[src/rvfi_tracer_params.svh]
////////////////////////////////////////
// Build-time sizes of the retirement tracer
// Include in every RTL file that sizes ports
// or storage by lane count or data width
////////////////////////////////////////

`ifndef RVFI_TRACER_PARAMS_SVH
`define RVFI_TRACER_PARAMS_SVH

// Retirement lanes of the core
`define TRC_LANES 2

// Data and PC width
`define TRC_XLEN 32

// Cycle stamp width
`define TRC_CYCLE_W 32

// Merge FIFO slots as a power of two
`define TRC_FIFO_DEPTH 8

`endif

[src/rvfi_tracer_pkg.sv]
////////////////////////////////////////
// Shared types of the retirement tracer
// Instruction kinds, access mask and the
// RISC-V major opcodes used by the decoder
////////////////////////////////////////

package rvfi_tracer_pkg;

  // Instruction kind carried in each record
  typedef enum logic [3:0] {
    KIND_LUI,
    KIND_AUIPC,
    KIND_JAL,
    KIND_JALR,
    KIND_BRANCH,
    KIND_LOAD,
    KIND_STORE,
    KIND_OP_IMM,
    KIND_OP,
    KIND_MULDIV,
    KIND_CSR,
    KIND_SYSTEM,
    KIND_FENCE,
    KIND_COMPRESSED,
    KIND_INVALID
  } trace_kind_e;

  // Items touched by an instruction with rs1 in bit 0
  typedef struct packed {
    logic mem;
    logic rd;
    logic rs2;
    logic rs1;
  } access_t;

  ////////////////////////////////////////
  // Major opcodes in insn[6:0]
  ////////////////////////////////////////
  localparam logic [6:0] OPC_LUI      = 7'b0110111;
  localparam logic [6:0] OPC_AUIPC    = 7'b0010111;
  localparam logic [6:0] OPC_JAL      = 7'b1101111;
  localparam logic [6:0] OPC_JALR     = 7'b1100111;
  localparam logic [6:0] OPC_BRANCH   = 7'b1100011;
  localparam logic [6:0] OPC_LOAD     = 7'b0000011;
  localparam logic [6:0] OPC_STORE    = 7'b0100011;
  localparam logic [6:0] OPC_OP_IMM   = 7'b0010011;
  localparam logic [6:0] OPC_OP       = 7'b0110011;
  localparam logic [6:0] OPC_SYSTEM   = 7'b1110011;
  localparam logic [6:0] OPC_MISC_MEM = 7'b0001111;

endpackage

[src/insn_decoder.sv]
////////////////////////////////////////
// Single-lane instruction decoder
// Classifies one retired word into a kind,
// an access mask and an immediate or target,
// registered with the rest of the record
////////////////////////////////////////

`timescale 1ns/100ps

`include "rvfi_tracer_params.svh"

module insn_decoder import rvfi_tracer_pkg::*; (
  input  logic                    clk_i,
  input  logic                    rst_ni,

  input  logic                    lane_valid,
  input  logic [`TRC_XLEN-1:0]    lane_insn,
  input  logic [`TRC_XLEN-1:0]    lane_pc,
  input  logic [4:0]              lane_rd_addr,
  input  logic [`TRC_XLEN-1:0]    lane_rd_wdata,
  input  logic [`TRC_CYCLE_W-1:0] lane_cycle,

  output logic                    dec_valid,
  output logic [`TRC_CYCLE_W-1:0] dec_cycle,
  output logic [`TRC_XLEN-1:0]    dec_pc,
  output logic [`TRC_XLEN-1:0]    dec_insn,
  output trace_kind_e             dec_kind,
  output access_t                 dec_access,
  output logic [`TRC_XLEN-1:0]    dec_imm,
  output logic [4:0]              dec_rd_addr,
  output logic [`TRC_XLEN-1:0]    dec_rd_wdata
);

  logic [6:0]           opcode;
  logic [2:0]           funct3;
  logic [6:0]           funct7;
  logic [`TRC_XLEN-1:0] imm_i;
  logic [`TRC_XLEN-1:0] imm_s;
  logic [`TRC_XLEN-1:0] imm_b;
  logic [`TRC_XLEN-1:0] imm_j;
  logic [`TRC_XLEN-1:0] imm_u;

  trace_kind_e          kind_d;
  access_t              acc_d;
  logic [`TRC_XLEN-1:0] imm_d;

  assign opcode = lane_insn[6:0];
  assign funct3 = lane_insn[14:12];
  assign funct7 = lane_insn[31:25];

  ////////////////////////////////////////
  // Immediate formats
  ////////////////////////////////////////
  assign imm_i = {{20{lane_insn[31]}}, lane_insn[31:20]};
  assign imm_s = {{20{lane_insn[31]}}, lane_insn[31:25], lane_insn[11:7]};
  assign imm_b = {{19{lane_insn[31]}}, lane_insn[31], lane_insn[7],
                  lane_insn[30:25], lane_insn[11:8], 1'b0};
  assign imm_j = {{11{lane_insn[31]}}, lane_insn[31], lane_insn[19:12],
                  lane_insn[20], lane_insn[30:21], 1'b0};
  assign imm_u = {lane_insn[31:12], 12'b0};

  ////////////////////////////////////////
  // Kind, access mask and immediate
  ////////////////////////////////////////
  always_comb begin
    kind_d = KIND_INVALID;
    acc_d  = '0;
    imm_d  = '0;
    if (lane_insn[1:0] != 2'b11) begin
      // Compressed words are only marked
      kind_d = KIND_COMPRESSED;
    end else begin
      case (opcode)
        OPC_LUI: begin
          kind_d   = KIND_LUI;
          acc_d.rd = 1'b1;
          imm_d    = imm_u;
        end
        OPC_AUIPC: begin
          kind_d   = KIND_AUIPC;
          acc_d.rd = 1'b1;
          imm_d    = imm_u;
        end
        OPC_JAL: begin
          kind_d   = KIND_JAL;
          acc_d.rd = 1'b1;
          imm_d    = lane_pc + imm_j;
        end
        OPC_JALR: begin
          kind_d    = KIND_JALR;
          acc_d.rs1 = 1'b1;
          acc_d.rd  = 1'b1;
          imm_d     = imm_i;
        end
        OPC_BRANCH: begin
          kind_d    = KIND_BRANCH;
          acc_d.rs1 = 1'b1;
          acc_d.rs2 = 1'b1;
          imm_d     = lane_pc + imm_b;
        end
        OPC_LOAD: begin
          // Sizes 3, 6 and 7 do not exist
          if (funct3 != 3'd3 && funct3 < 3'd6) begin
            kind_d    = KIND_LOAD;
            acc_d.rs1 = 1'b1;
            acc_d.rd  = 1'b1;
            acc_d.mem = 1'b1;
            imm_d     = imm_i;
          end
        end
        OPC_STORE: begin
          // Only byte, half and word stores
          if (!funct3[2] && funct3 != 3'd3) begin
            kind_d    = KIND_STORE;
            acc_d.rs1 = 1'b1;
            acc_d.rs2 = 1'b1;
            acc_d.mem = 1'b1;
            imm_d     = imm_s;
          end
        end
        OPC_OP_IMM: begin
          kind_d    = KIND_OP_IMM;
          acc_d.rs1 = 1'b1;
          acc_d.rd  = 1'b1;
          if (funct3 == 3'd1 || funct3 == 3'd5) begin
            imm_d = {27'b0, lane_insn[24:20]};
          end else begin
            imm_d = imm_i;
          end
        end
        OPC_OP: begin
          kind_d    = (funct7 == 7'd1) ? KIND_MULDIV : KIND_OP;
          acc_d.rs1 = 1'b1;
          acc_d.rs2 = 1'b1;
          acc_d.rd  = 1'b1;
        end
        OPC_SYSTEM: begin
          if (funct3 == 3'd0) begin
            kind_d = KIND_SYSTEM;
          end else begin
            // Immediate forms carry no rs1
            kind_d    = KIND_CSR;
            acc_d.rd  = 1'b1;
            acc_d.rs1 = !funct3[2];
            imm_d     = {20'b0, lane_insn[31:20]};
          end
        end
        OPC_MISC_MEM: begin
          kind_d = KIND_FENCE;
        end
        default: begin
          kind_d = KIND_INVALID;
        end
      endcase
    end
    // Writes to x0 are not reported
    if (lane_rd_addr == 5'd0) begin
      acc_d.rd = 1'b0;
    end
  end

  always_ff @(posedge clk_i) begin
    if (rst_ni) begin
      dec_valid <= 1'b0;
    end else begin
      dec_valid <= lane_valid;
    end
  end

  always_ff @(posedge clk_i) begin
    dec_cycle    <= lane_cycle;
    dec_pc       <= lane_pc;
    dec_insn     <= lane_insn;
    dec_kind     <= kind_d;
    dec_access   <= acc_d;
    dec_imm      <= imm_d;
    dec_rd_addr  <= lane_rd_addr;
    dec_rd_wdata <= lane_rd_wdata;
  end

  // Full-size words never leave as compressed
  a_no_false_compressed: assert property (
    @(posedge clk_i) disable iff (rst_ni)
    dec_valid && dec_insn[1:0] == 2'b11 |-> dec_kind != KIND_COMPRESSED
  );

endmodule

[src/rvfi_tracer.sv]
////////////////////////////////////////
// Retirement tracer top level
// RVFI in, decoded trace records out on a
// valid/ready stream in program order
////////////////////////////////////////

`timescale 1ns/100ps

`include "rvfi_tracer_params.svh"

module rvfi_tracer import rvfi_tracer_pkg::*; (
  input  logic                            clk_i,
  input  logic                            rst_ni,

  input  logic [`TRC_LANES-1:0]           rvfi_valid,
  input  logic [`TRC_LANES*`TRC_XLEN-1:0] rvfi_insn,
  input  logic [`TRC_LANES*`TRC_XLEN-1:0] rvfi_pc_rdata,
  input  logic [`TRC_LANES*5-1:0]         rvfi_rd_addr,
  input  logic [`TRC_LANES*`TRC_XLEN-1:0] rvfi_rd_wdata,

  input  logic                            trc_ready,
  output logic                            trc_valid,
  output logic [`TRC_CYCLE_W-1:0]         trc_cycle,
  output logic [`TRC_XLEN-1:0]            trc_pc,
  output logic [`TRC_XLEN-1:0]            trc_insn,
  output trace_kind_e                     trc_kind,
  output access_t                         trc_access,
  output logic [`TRC_XLEN-1:0]            trc_imm,
  output logic [4:0]                      trc_rd_addr,
  output logic [`TRC_XLEN-1:0]            trc_rd_wdata,
  output logic                            trc_overflow
);

  // Unpacked lanes
  logic [`TRC_LANES-1:0]   lane_valid;
  logic [`TRC_XLEN-1:0]    lane_insn     [`TRC_LANES];
  logic [`TRC_XLEN-1:0]    lane_pc       [`TRC_LANES];
  logic [4:0]              lane_rd_addr  [`TRC_LANES];
  logic [`TRC_XLEN-1:0]    lane_rd_wdata [`TRC_LANES];
  logic [`TRC_CYCLE_W-1:0] lane_cycle;

  // Decoded lanes
  logic [`TRC_LANES-1:0]   dec_valid;
  logic [`TRC_CYCLE_W-1:0] dec_cycle    [`TRC_LANES];
  logic [`TRC_XLEN-1:0]    dec_pc       [`TRC_LANES];
  logic [`TRC_XLEN-1:0]    dec_insn     [`TRC_LANES];
  trace_kind_e             dec_kind     [`TRC_LANES];
  access_t                 dec_access   [`TRC_LANES];
  logic [`TRC_XLEN-1:0]    dec_imm      [`TRC_LANES];
  logic [4:0]              dec_rd_addr  [`TRC_LANES];
  logic [`TRC_XLEN-1:0]    dec_rd_wdata [`TRC_LANES];

  trace_unpack u_unpack (
    .clk_i, .rst_ni,
    .rvfi_valid, .rvfi_insn, .rvfi_pc_rdata, .rvfi_rd_addr, .rvfi_rd_wdata,
    .lane_valid, .lane_insn, .lane_pc, .lane_rd_addr, .lane_rd_wdata, .lane_cycle
  );

  for (genvar l = 0; l < `TRC_LANES; l++) begin : g_lane
    insn_decoder u_dec (
      .clk_i         (clk_i),
      .rst_ni        (rst_ni),
      .lane_valid    (lane_valid[l]),
      .lane_insn     (lane_insn[l]),
      .lane_pc       (lane_pc[l]),
      .lane_rd_addr  (lane_rd_addr[l]),
      .lane_rd_wdata (lane_rd_wdata[l]),
      .lane_cycle    (lane_cycle),
      .dec_valid     (dec_valid[l]),
      .dec_cycle     (dec_cycle[l]),
      .dec_pc        (dec_pc[l]),
      .dec_insn      (dec_insn[l]),
      .dec_kind      (dec_kind[l]),
      .dec_access    (dec_access[l]),
      .dec_imm       (dec_imm[l]),
      .dec_rd_addr   (dec_rd_addr[l]),
      .dec_rd_wdata  (dec_rd_wdata[l])
    );
  end

  trace_merge u_merge (
    .clk_i, .rst_ni,
    .dec_valid, .dec_cycle, .dec_pc, .dec_insn, .dec_kind, .dec_access,
    .dec_imm, .dec_rd_addr, .dec_rd_wdata,
    .trc_ready, .trc_valid, .trc_cycle, .trc_pc, .trc_insn, .trc_kind,
    .trc_access, .trc_imm, .trc_rd_addr, .trc_rd_wdata, .trc_overflow
  );

endmodule

[src/trace_merge.sv]
////////////////////////////////////////
// Record FIFO of the tracer
// Takes all valid lanes of a cycle in lane
// order and drains one record per handshake;
// a cycle that does not fit is dropped whole
////////////////////////////////////////

`timescale 1ns/100ps

`include "rvfi_tracer_params.svh"

module trace_merge import rvfi_tracer_pkg::*; (
  input  logic                    clk_i,
  input  logic                    rst_ni,

  // Decoded lanes
  input  logic [`TRC_LANES-1:0]   dec_valid,
  input  logic [`TRC_CYCLE_W-1:0] dec_cycle    [`TRC_LANES],
  input  logic [`TRC_XLEN-1:0]    dec_pc       [`TRC_LANES],
  input  logic [`TRC_XLEN-1:0]    dec_insn     [`TRC_LANES],
  input  trace_kind_e             dec_kind     [`TRC_LANES],
  input  access_t                 dec_access   [`TRC_LANES],
  input  logic [`TRC_XLEN-1:0]    dec_imm      [`TRC_LANES],
  input  logic [4:0]              dec_rd_addr  [`TRC_LANES],
  input  logic [`TRC_XLEN-1:0]    dec_rd_wdata [`TRC_LANES],

  // Output stream
  input  logic                    trc_ready,
  output logic                    trc_valid,
  output logic [`TRC_CYCLE_W-1:0] trc_cycle,
  output logic [`TRC_XLEN-1:0]    trc_pc,
  output logic [`TRC_XLEN-1:0]    trc_insn,
  output trace_kind_e             trc_kind,
  output access_t                 trc_access,
  output logic [`TRC_XLEN-1:0]    trc_imm,
  output logic [4:0]              trc_rd_addr,
  output logic [`TRC_XLEN-1:0]    trc_rd_wdata,
  output logic                    trc_overflow
);

  localparam int unsigned PTR_W = $clog2(`TRC_FIFO_DEPTH);
  localparam int unsigned CNT_W = $clog2(`TRC_FIFO_DEPTH + 1);

  // Record storage
  logic [`TRC_CYCLE_W-1:0] mem_cycle    [`TRC_FIFO_DEPTH];
  logic [`TRC_XLEN-1:0]    mem_pc       [`TRC_FIFO_DEPTH];
  logic [`TRC_XLEN-1:0]    mem_insn     [`TRC_FIFO_DEPTH];
  trace_kind_e             mem_kind     [`TRC_FIFO_DEPTH];
  access_t                 mem_access   [`TRC_FIFO_DEPTH];
  logic [`TRC_XLEN-1:0]    mem_imm      [`TRC_FIFO_DEPTH];
  logic [4:0]              mem_rd_addr  [`TRC_FIFO_DEPTH];
  logic [`TRC_XLEN-1:0]    mem_rd_wdata [`TRC_FIFO_DEPTH];

  logic [PTR_W-1:0] wr_ptr;
  logic [PTR_W-1:0] rd_ptr;
  logic [CNT_W-1:0] count;
  logic [CNT_W-1:0] n_push;
  logic [PTR_W-1:0] slot [`TRC_LANES];
  logic             push_ok;
  logic             pop;

  ////////////////////////////////////////
  // Slot assignment and admission
  ////////////////////////////////////////
  always_comb begin
    n_push = '0;
    for (int l = 0; l < `TRC_LANES; l++) begin
      slot[l] = wr_ptr + n_push[PTR_W-1:0];
      n_push  = n_push + CNT_W'(dec_valid[l]);
    end
  end

  // Space freed by a pop in the same cycle is not counted
  assign push_ok = n_push <= (CNT_W'(`TRC_FIFO_DEPTH) - count);
  assign pop     = trc_valid && trc_ready;

  always_ff @(posedge clk_i) begin
    if (push_ok) begin
      for (int l = 0; l < `TRC_LANES; l++) begin
        if (dec_valid[l]) begin
          mem_cycle[slot[l]]    <= dec_cycle[l];
          mem_pc[slot[l]]       <= dec_pc[l];
          mem_insn[slot[l]]     <= dec_insn[l];
          mem_kind[slot[l]]     <= dec_kind[l];
          mem_access[slot[l]]   <= dec_access[l];
          mem_imm[slot[l]]      <= dec_imm[l];
          mem_rd_addr[slot[l]]  <= dec_rd_addr[l];
          mem_rd_wdata[slot[l]] <= dec_rd_wdata[l];
        end
      end
    end
  end

  always_ff @(posedge clk_i) begin
    if (rst_ni) begin
      wr_ptr       <= '0;
      rd_ptr       <= '0;
      count        <= '0;
      trc_overflow <= 1'b0;
    end else begin
      if (push_ok) begin
        wr_ptr <= wr_ptr + n_push[PTR_W-1:0];
      end
      if (pop) begin
        rd_ptr <= rd_ptr + 1'b1;
      end
      count <= count + (push_ok ? n_push : '0) - CNT_W'(pop);
      // Sticky until reset
      if (!push_ok) begin
        trc_overflow <= 1'b1;
      end
    end
  end

  ////////////////////////////////////////
  // Head of the FIFO
  ////////////////////////////////////////
  assign trc_valid    = count != '0;
  assign trc_cycle    = mem_cycle[rd_ptr];
  assign trc_pc       = mem_pc[rd_ptr];
  assign trc_insn     = mem_insn[rd_ptr];
  assign trc_kind     = mem_kind[rd_ptr];
  assign trc_access   = mem_access[rd_ptr];
  assign trc_imm      = mem_imm[rd_ptr];
  assign trc_rd_addr  = mem_rd_addr[rd_ptr];
  assign trc_rd_wdata = mem_rd_wdata[rd_ptr];

  // Stalled record holds until taken
  a_stall_stable: assert property (
    @(posedge clk_i) disable iff (rst_ni)
    trc_valid && !trc_ready |=> trc_valid && $stable(trc_cycle) && $stable(trc_pc)
      && $stable(trc_insn) && $stable(trc_kind) && $stable(trc_access)
      && $stable(trc_imm) && $stable(trc_rd_addr) && $stable(trc_rd_wdata)
  );

  a_count_bound: assert property (
    @(posedge clk_i) disable iff (rst_ni)
    count <= CNT_W'(`TRC_FIFO_DEPTH)
  );

endmodule

[src/trace_unpack.sv]
////////////////////////////////////////
// RVFI input stage of the tracer
// Samples the packed retirement ports every
// clock and splits them into lane fields,
// each stamped with the cycle count
////////////////////////////////////////

`timescale 1ns/100ps

`include "rvfi_tracer_params.svh"

module trace_unpack import rvfi_tracer_pkg::*; (
  input  logic                                  clk_i,
  input  logic                                  rst_ni,

  // Packed RVFI, lane 0 in the low slice
  input  logic [`TRC_LANES-1:0]                 rvfi_valid,
  input  logic [`TRC_LANES*`TRC_XLEN-1:0]       rvfi_insn,
  input  logic [`TRC_LANES*`TRC_XLEN-1:0]       rvfi_pc_rdata,
  input  logic [`TRC_LANES*5-1:0]               rvfi_rd_addr,
  input  logic [`TRC_LANES*`TRC_XLEN-1:0]       rvfi_rd_wdata,

  // Per-lane fields
  output logic [`TRC_LANES-1:0]                 lane_valid,
  output logic [`TRC_XLEN-1:0]                  lane_insn     [`TRC_LANES],
  output logic [`TRC_XLEN-1:0]                  lane_pc       [`TRC_LANES],
  output logic [4:0]                            lane_rd_addr  [`TRC_LANES],
  output logic [`TRC_XLEN-1:0]                  lane_rd_wdata [`TRC_LANES],
  output logic [`TRC_CYCLE_W-1:0]               lane_cycle
);

  // Cycles since reset release
  logic [`TRC_CYCLE_W-1:0] cycle_q;

  always_ff @(posedge clk_i) begin
    if (rst_ni) begin
      cycle_q <= '0;
    end else begin
      cycle_q <= cycle_q + 1'b1;
    end
  end

  // Lane valid bits
  always_ff @(posedge clk_i) begin
    if (rst_ni) begin
      lane_valid <= '0;
    end else begin
      lane_valid <= rvfi_valid;
    end
  end

  // Stamp with the count held before this edge
  always_ff @(posedge clk_i) begin
    lane_cycle <= cycle_q;
    for (int l = 0; l < `TRC_LANES; l++) begin
      lane_insn[l]     <= rvfi_insn[l*`TRC_XLEN +: `TRC_XLEN];
      lane_pc[l]       <= rvfi_pc_rdata[l*`TRC_XLEN +: `TRC_XLEN];
      lane_rd_addr[l]  <= rvfi_rd_addr[l*5 +: 5];
      lane_rd_wdata[l] <= rvfi_rd_wdata[l*`TRC_XLEN +: `TRC_XLEN];
    end
  end

endmodule
[config.mk]
export PLATFORM = sky130hd
export DESIGN_NAME = rvfi_tracer
export DESIGN_NICKNAME = d
export VERILOG_FILES = /design/src/rvfi_tracer_pkg.sv /design/src/insn_decoder.sv /design/src/rvfi_tracer.sv /design/src/trace_merge.sv /design/src/trace_unpack.sv
export VERILOG_INCLUDE_DIRS = /design/src
export SDC_FILE = /design/constraint.sdc
export NUM_CORES = 2
export LEC_CHECK = 0
export BUFFER_PORTS_ARGS = -buffer_cell sky130_fd_sc_hd__buf_2
export CAP_MARGIN = 10
export CORE_ASPECT_RATIO = 2
export CORE_MARGIN = 4
export CORE_UTILIZATION = 62
export DETAILED_ROUTE_END_ITERATION = 6
export PLACE_DENSITY = 0.87
export SETUP_SLACK_MARGIN = 0.1
export SYNTH_ARGS = -nofsm -noshare
export SYNTH_HDL_FRONTEND = slang
export SYNTH_HIERARCHICAL = 1
export SYNTH_SLANG_ARGS = --single-unit
[constraint.sdc]
create_clock -name clk_i -period 14.7 [get_ports clk_i]
set_input_delay 0.735 -clock clk_i [delete_from_list [all_inputs] [get_ports clk_i]]
set_output_delay 0.735 -clock clk_i [all_outputs]
set_load 0.02 [all_outputs]
==> flow_summary.yaml <==
yosys:
  synth.distinct_cells: 90
  yosysSeqAreaShare_pct: 60.70
  netlist_instances: 5237
  syn-num-nets: 5529
  ys_warn_count: 6
  synthArstFlopShare_pct: 0
  synthSimpleGateAreaFrac_pct: 2.403
  synth_xor_xnor_area_share_pct: 0.8342
  yosys.area_share.adder_pct: 1.217
  syn_area_um2: 89240
  post_synth.cell_area_avg_um2: 17.04
  synth_compound_area_share_pct: 2.967
  ys_seq_elements: 2014
  synth_ff_type: "edfxtp_1"
  synth_top_family_by_area: "multiplexers"
  synthMuxAreaShare_pct: 29.28
  synth_edf_count: 1384
clock_tree:
  cts_num_sinks: 2014
  clock_latency_ps: 830
  htreeDepth: 4
  numCtsBuffers: 178
  cts_tree: "yes"
  clk_pin_slew_ps: 70
  root_buffer: "clkbuf_16"
  clock_path_buffers: 4
sta:
  finalCriticalPeriod_ps: 6474
  rsz0062_at_grt: "false"
  worst_clock_skew_ps: 52.41
  hold_viol: 0
  setup_viol: 0
  tightest_slew_ps: 1244
  drv_slew: 0
  fmaxAchievable_mhz: 154.5
  hold_slack_ps: 32.07
  setup_tns_ps: 0
  slew_headroom_pct: 17.04
  fin_crit_sh_pct: 44.04
detailed_routing:
  remaining_drc_errors: 0
  wl_per_cell_um: 31.53
  drt-total-wl_um: 243200
  ant_nets: 0
  firstDrtPassIters: 5
  vias: 51020
  dr.first_iter.drc_count: 5256
  vias_per_cell: 6.614
critical_path:
  cp.arrival_ps: 7050
  rr_worst_depth: 11
  criticalPathCategory: "reg -> reg"
  crit_path_max_fanout: 49
  cp.required_ps: 15270
  critPathLaunchType: "flop"
  worst_setup_path_end_kind: "flop"
min_path:
  hold_class: "in -> reg"
  holdPathStages: 1
floorplan:
  die_h_um: 544.5
  pin_count: 382
  die_w_um: 276.3
  core_area_um2: 142700
  initial_core_util_pct: 62.53
  placementRows: 196
  die_area_um2: 150400
global_routing:
  grt_usage_pct: 31.76
  grt_pass1_vias: 53810
  grt_busiest_layer: "met2"
  grt_max_degree: 142
  use_met1_pct: 37.41
  grtUsageMet2_pct: 54.48
  met3_usage_pct: 5.850
  grt_pass1_wl_um: 356200
  antenna_found_initial: 19
  grt-ovfl-total: 0
cells_and_area:
  mostFrequentLayoutCells: "edfxtp_1 (1384), mux2_2 (1379), dfxtp_1 (627), buf_2 (381), mux4_2 (346)"
  final_common_cell: "edfxtp_1"
  seqCellArea_um2: 54180
  multi_input_area_um2: 32870
  nets: 5972
  syn2layout_area_growth_pct: 11.18
  fin_util_pct: 69.52
  drive_gt1_share_pct: 46.22
  final_cells: 7714
  final_area_um2: 99220
  fill_cells: 8868
status:
  status: "finished clean"
power:
  power_per_cell_area_nw_per_um2: 139.4
  leakagePower_nw: 35.88
  vdd_drop_max_uv: 176.9
placed_design:
  place_area_um2: 92120
  place_inst: 7252
  gp_congestion: 0.9665
  dp_hpwl_um: 136800
  port_buffers: 381
job:
  cap_violations: 0
-- state kept, by name, indices dropped and copies added, names as in the netlist, 4 cells and up, named ones only --
signal / cells
g_lane.u_dec/dec_rd_addr: 10
g_lane.u_dec/dec_rd_wdata: 64
u_unpack/lane_cycle: 32
u_merge/count: 4
u_unpack/lane_rd_addr: 10
u_merge/mem_access: 32
u_unpack/lane_pc: 64
u_merge/mem_kind: 32
u_merge/mem_rd_wdata: 256
g_lane.u_dec/dec_insn: 64
g_lane.u_dec/dec_access: 8
u_merge/mem_pc: 256
u_merge/mem_cycle: 256
u_unpack/cycle_q: 32
g_lane.u_dec/dec_imm: 64
g_lane.u_dec/dec_cycle: 64
g_lane.u_dec/dec_pc: 64
u_merge/mem_imm: 256
g_lane.u_dec/dec_kind: 8
u_merge/mem_rd_addr: 40
u_merge/mem_insn: 256
u_unpack/lane_insn: 64
u_unpack/lane_rd_wdata: 64
-- synth_stat cells (5+ instances only) --
master / instances / area [um2]
a311oi_1: 6 / 52.55
nand3_1: 24 / 120.1
and2_1: 6 / 37.54
nor3_1: 27 / 135.1
dfxtp_1: 630 / 12610
mux4_2: 346 / 7792
a211oi_1: 10 / 75.07
o21ai_0: 68 / 340.3
nor2b_1: 26 / 162.7
inv_1: 33 / 123.9
edfxtp_1: 1384 / 41560
buf_4: 23 / 172.7
a21o_1: 50 / 375.4
buf_1: 9 / 33.78
buf_6: 96 / 1081
a211o_1: 6 / 52.55
o21ai_1: 19 / 95.09
xor2_1: 34 / 297.8
and4_1: 6 / 52.55
buf_2: 86 / 430.4
mux2_2: 1379 / 15530
nor2_1: 123 / 461.7
and3_1: 15 / 93.84
nand4_1: 28 / 175.2
xnor2_1: 51 / 446.7
mux2_1: 20 / 225.2
nand2_1: 86 / 322.8
o31ai_1: 6 / 45.04
mux2_4: 170 / 2552
o22ai_1: 6 / 37.54
clkbuf_1: 90 / 337.8
or2_1: 5 / 31.28
a31oi_1: 13 / 81.33
a222oi_1: 8 / 80.08
ha_1: 82 / 1026
o21a_1: 14 / 105.1
a21oi_1: 108 / 540.5
o211ai_1: 8 / 60.06
or3_1: 8 / 50.05
nand2b_1: 16 / 100.1
-- through the flow --
| step | power (mW) | worst slack [ps] |
|---|---|---|
| after floorplan | 8.420 | 4048 |
| after global placement | 9.180 | 8398 |
| after detailed placement | 9.220 | 8400 |
| after CTS | 13.87 | 8399 |
| after global routing | 14.27 | 8196 |
| final | 13.83 | 8226 |
-- final cells by class --
| class | instances | area share (%) |
|---|---|---|
| Clock inverter | 76 | 0.7327 |
| Sequential cell | 2014 | 54.61 |
| Multi-Input combinational cell | 2874 | 33.13 |
| Antenna cell | 11 | 0.02774 |
| Clock buffer | 246 | 5.098 |
| Tap cell | 1881 | 2.372 |
| Timing Repair Buffer | 579 | 3.909 |
| Inverter | 33 | 0.1248 |
-- what timing repair did --
item	in CTS	in global routing
hold endpoints to repair	129	0
gates resized for setup	0	0
setup buffers	0	0
hold buffers	129	0
-- worst max-delay path: stages, from the launching register on --
cell and delay (ps):
dfxtp_1 480, ha_1 330, inv_1 100, ha_1 260
nand2b_1 90, nand3b_1 110, a2bb2oi_4 820, nand2b_4 770
buf_4 860, buf_4 940, buf_4 950, mux2_2 450
-- power by group --
group	leakage (nW)	internal [mW]	switching, mW	total (mW)
Sequential	17.9	6.24	0.214	6.45
Combinational	15.1	1.26	1.43	2.69
Clock	2.85	2.57	2.12	4.69
-- worst paths after layout --
path	startpoint	endpoint	slack [ps]
worst min-delay path	rvfi_insn[2]	u_unpack/lane_insn[34]$_DFF_P_	30
worst max register to register	g_lane[0].u_dec/dec_valid$_SDFF_PP0_	u_merge/mem_insn[2][20]$_DFFE_PP_	8230
worst min register to register	u_unpack/lane_rd_wdata[25]$_DFF_P_	g_lane[1].u_dec/dec_rd_wdata[25]$_DFF_P_	320
worst max-delay path	g_lane[0].u_dec/dec_valid$_SDFF_PP0_	u_merge/mem_insn[2][20]$_DFFE_PP_	8230
-- kinds of logic after synthesis --
group | count (synthesis)
muxes | 1918
buffers and inverters | 349
AOI/OAI and AO/OA | 381
xor gates and xnor gates | 85
adders and majority gates | 85
DFF | 2014
and+or+nand+nor | 405
-- routing by layer --
| layer | vias up | part of all wire [%] |
|---|---|---|
| met3 | 812 | 8.2 |
| met2 | 2765 | 50 |
| li1 | 21450 | - |
| met4 | 14 | 7.3 |
| met5 | - | 0.040 |
| met1 | 25980 | 35 |
Note: power is estimated with default switching activity, not from simulation.
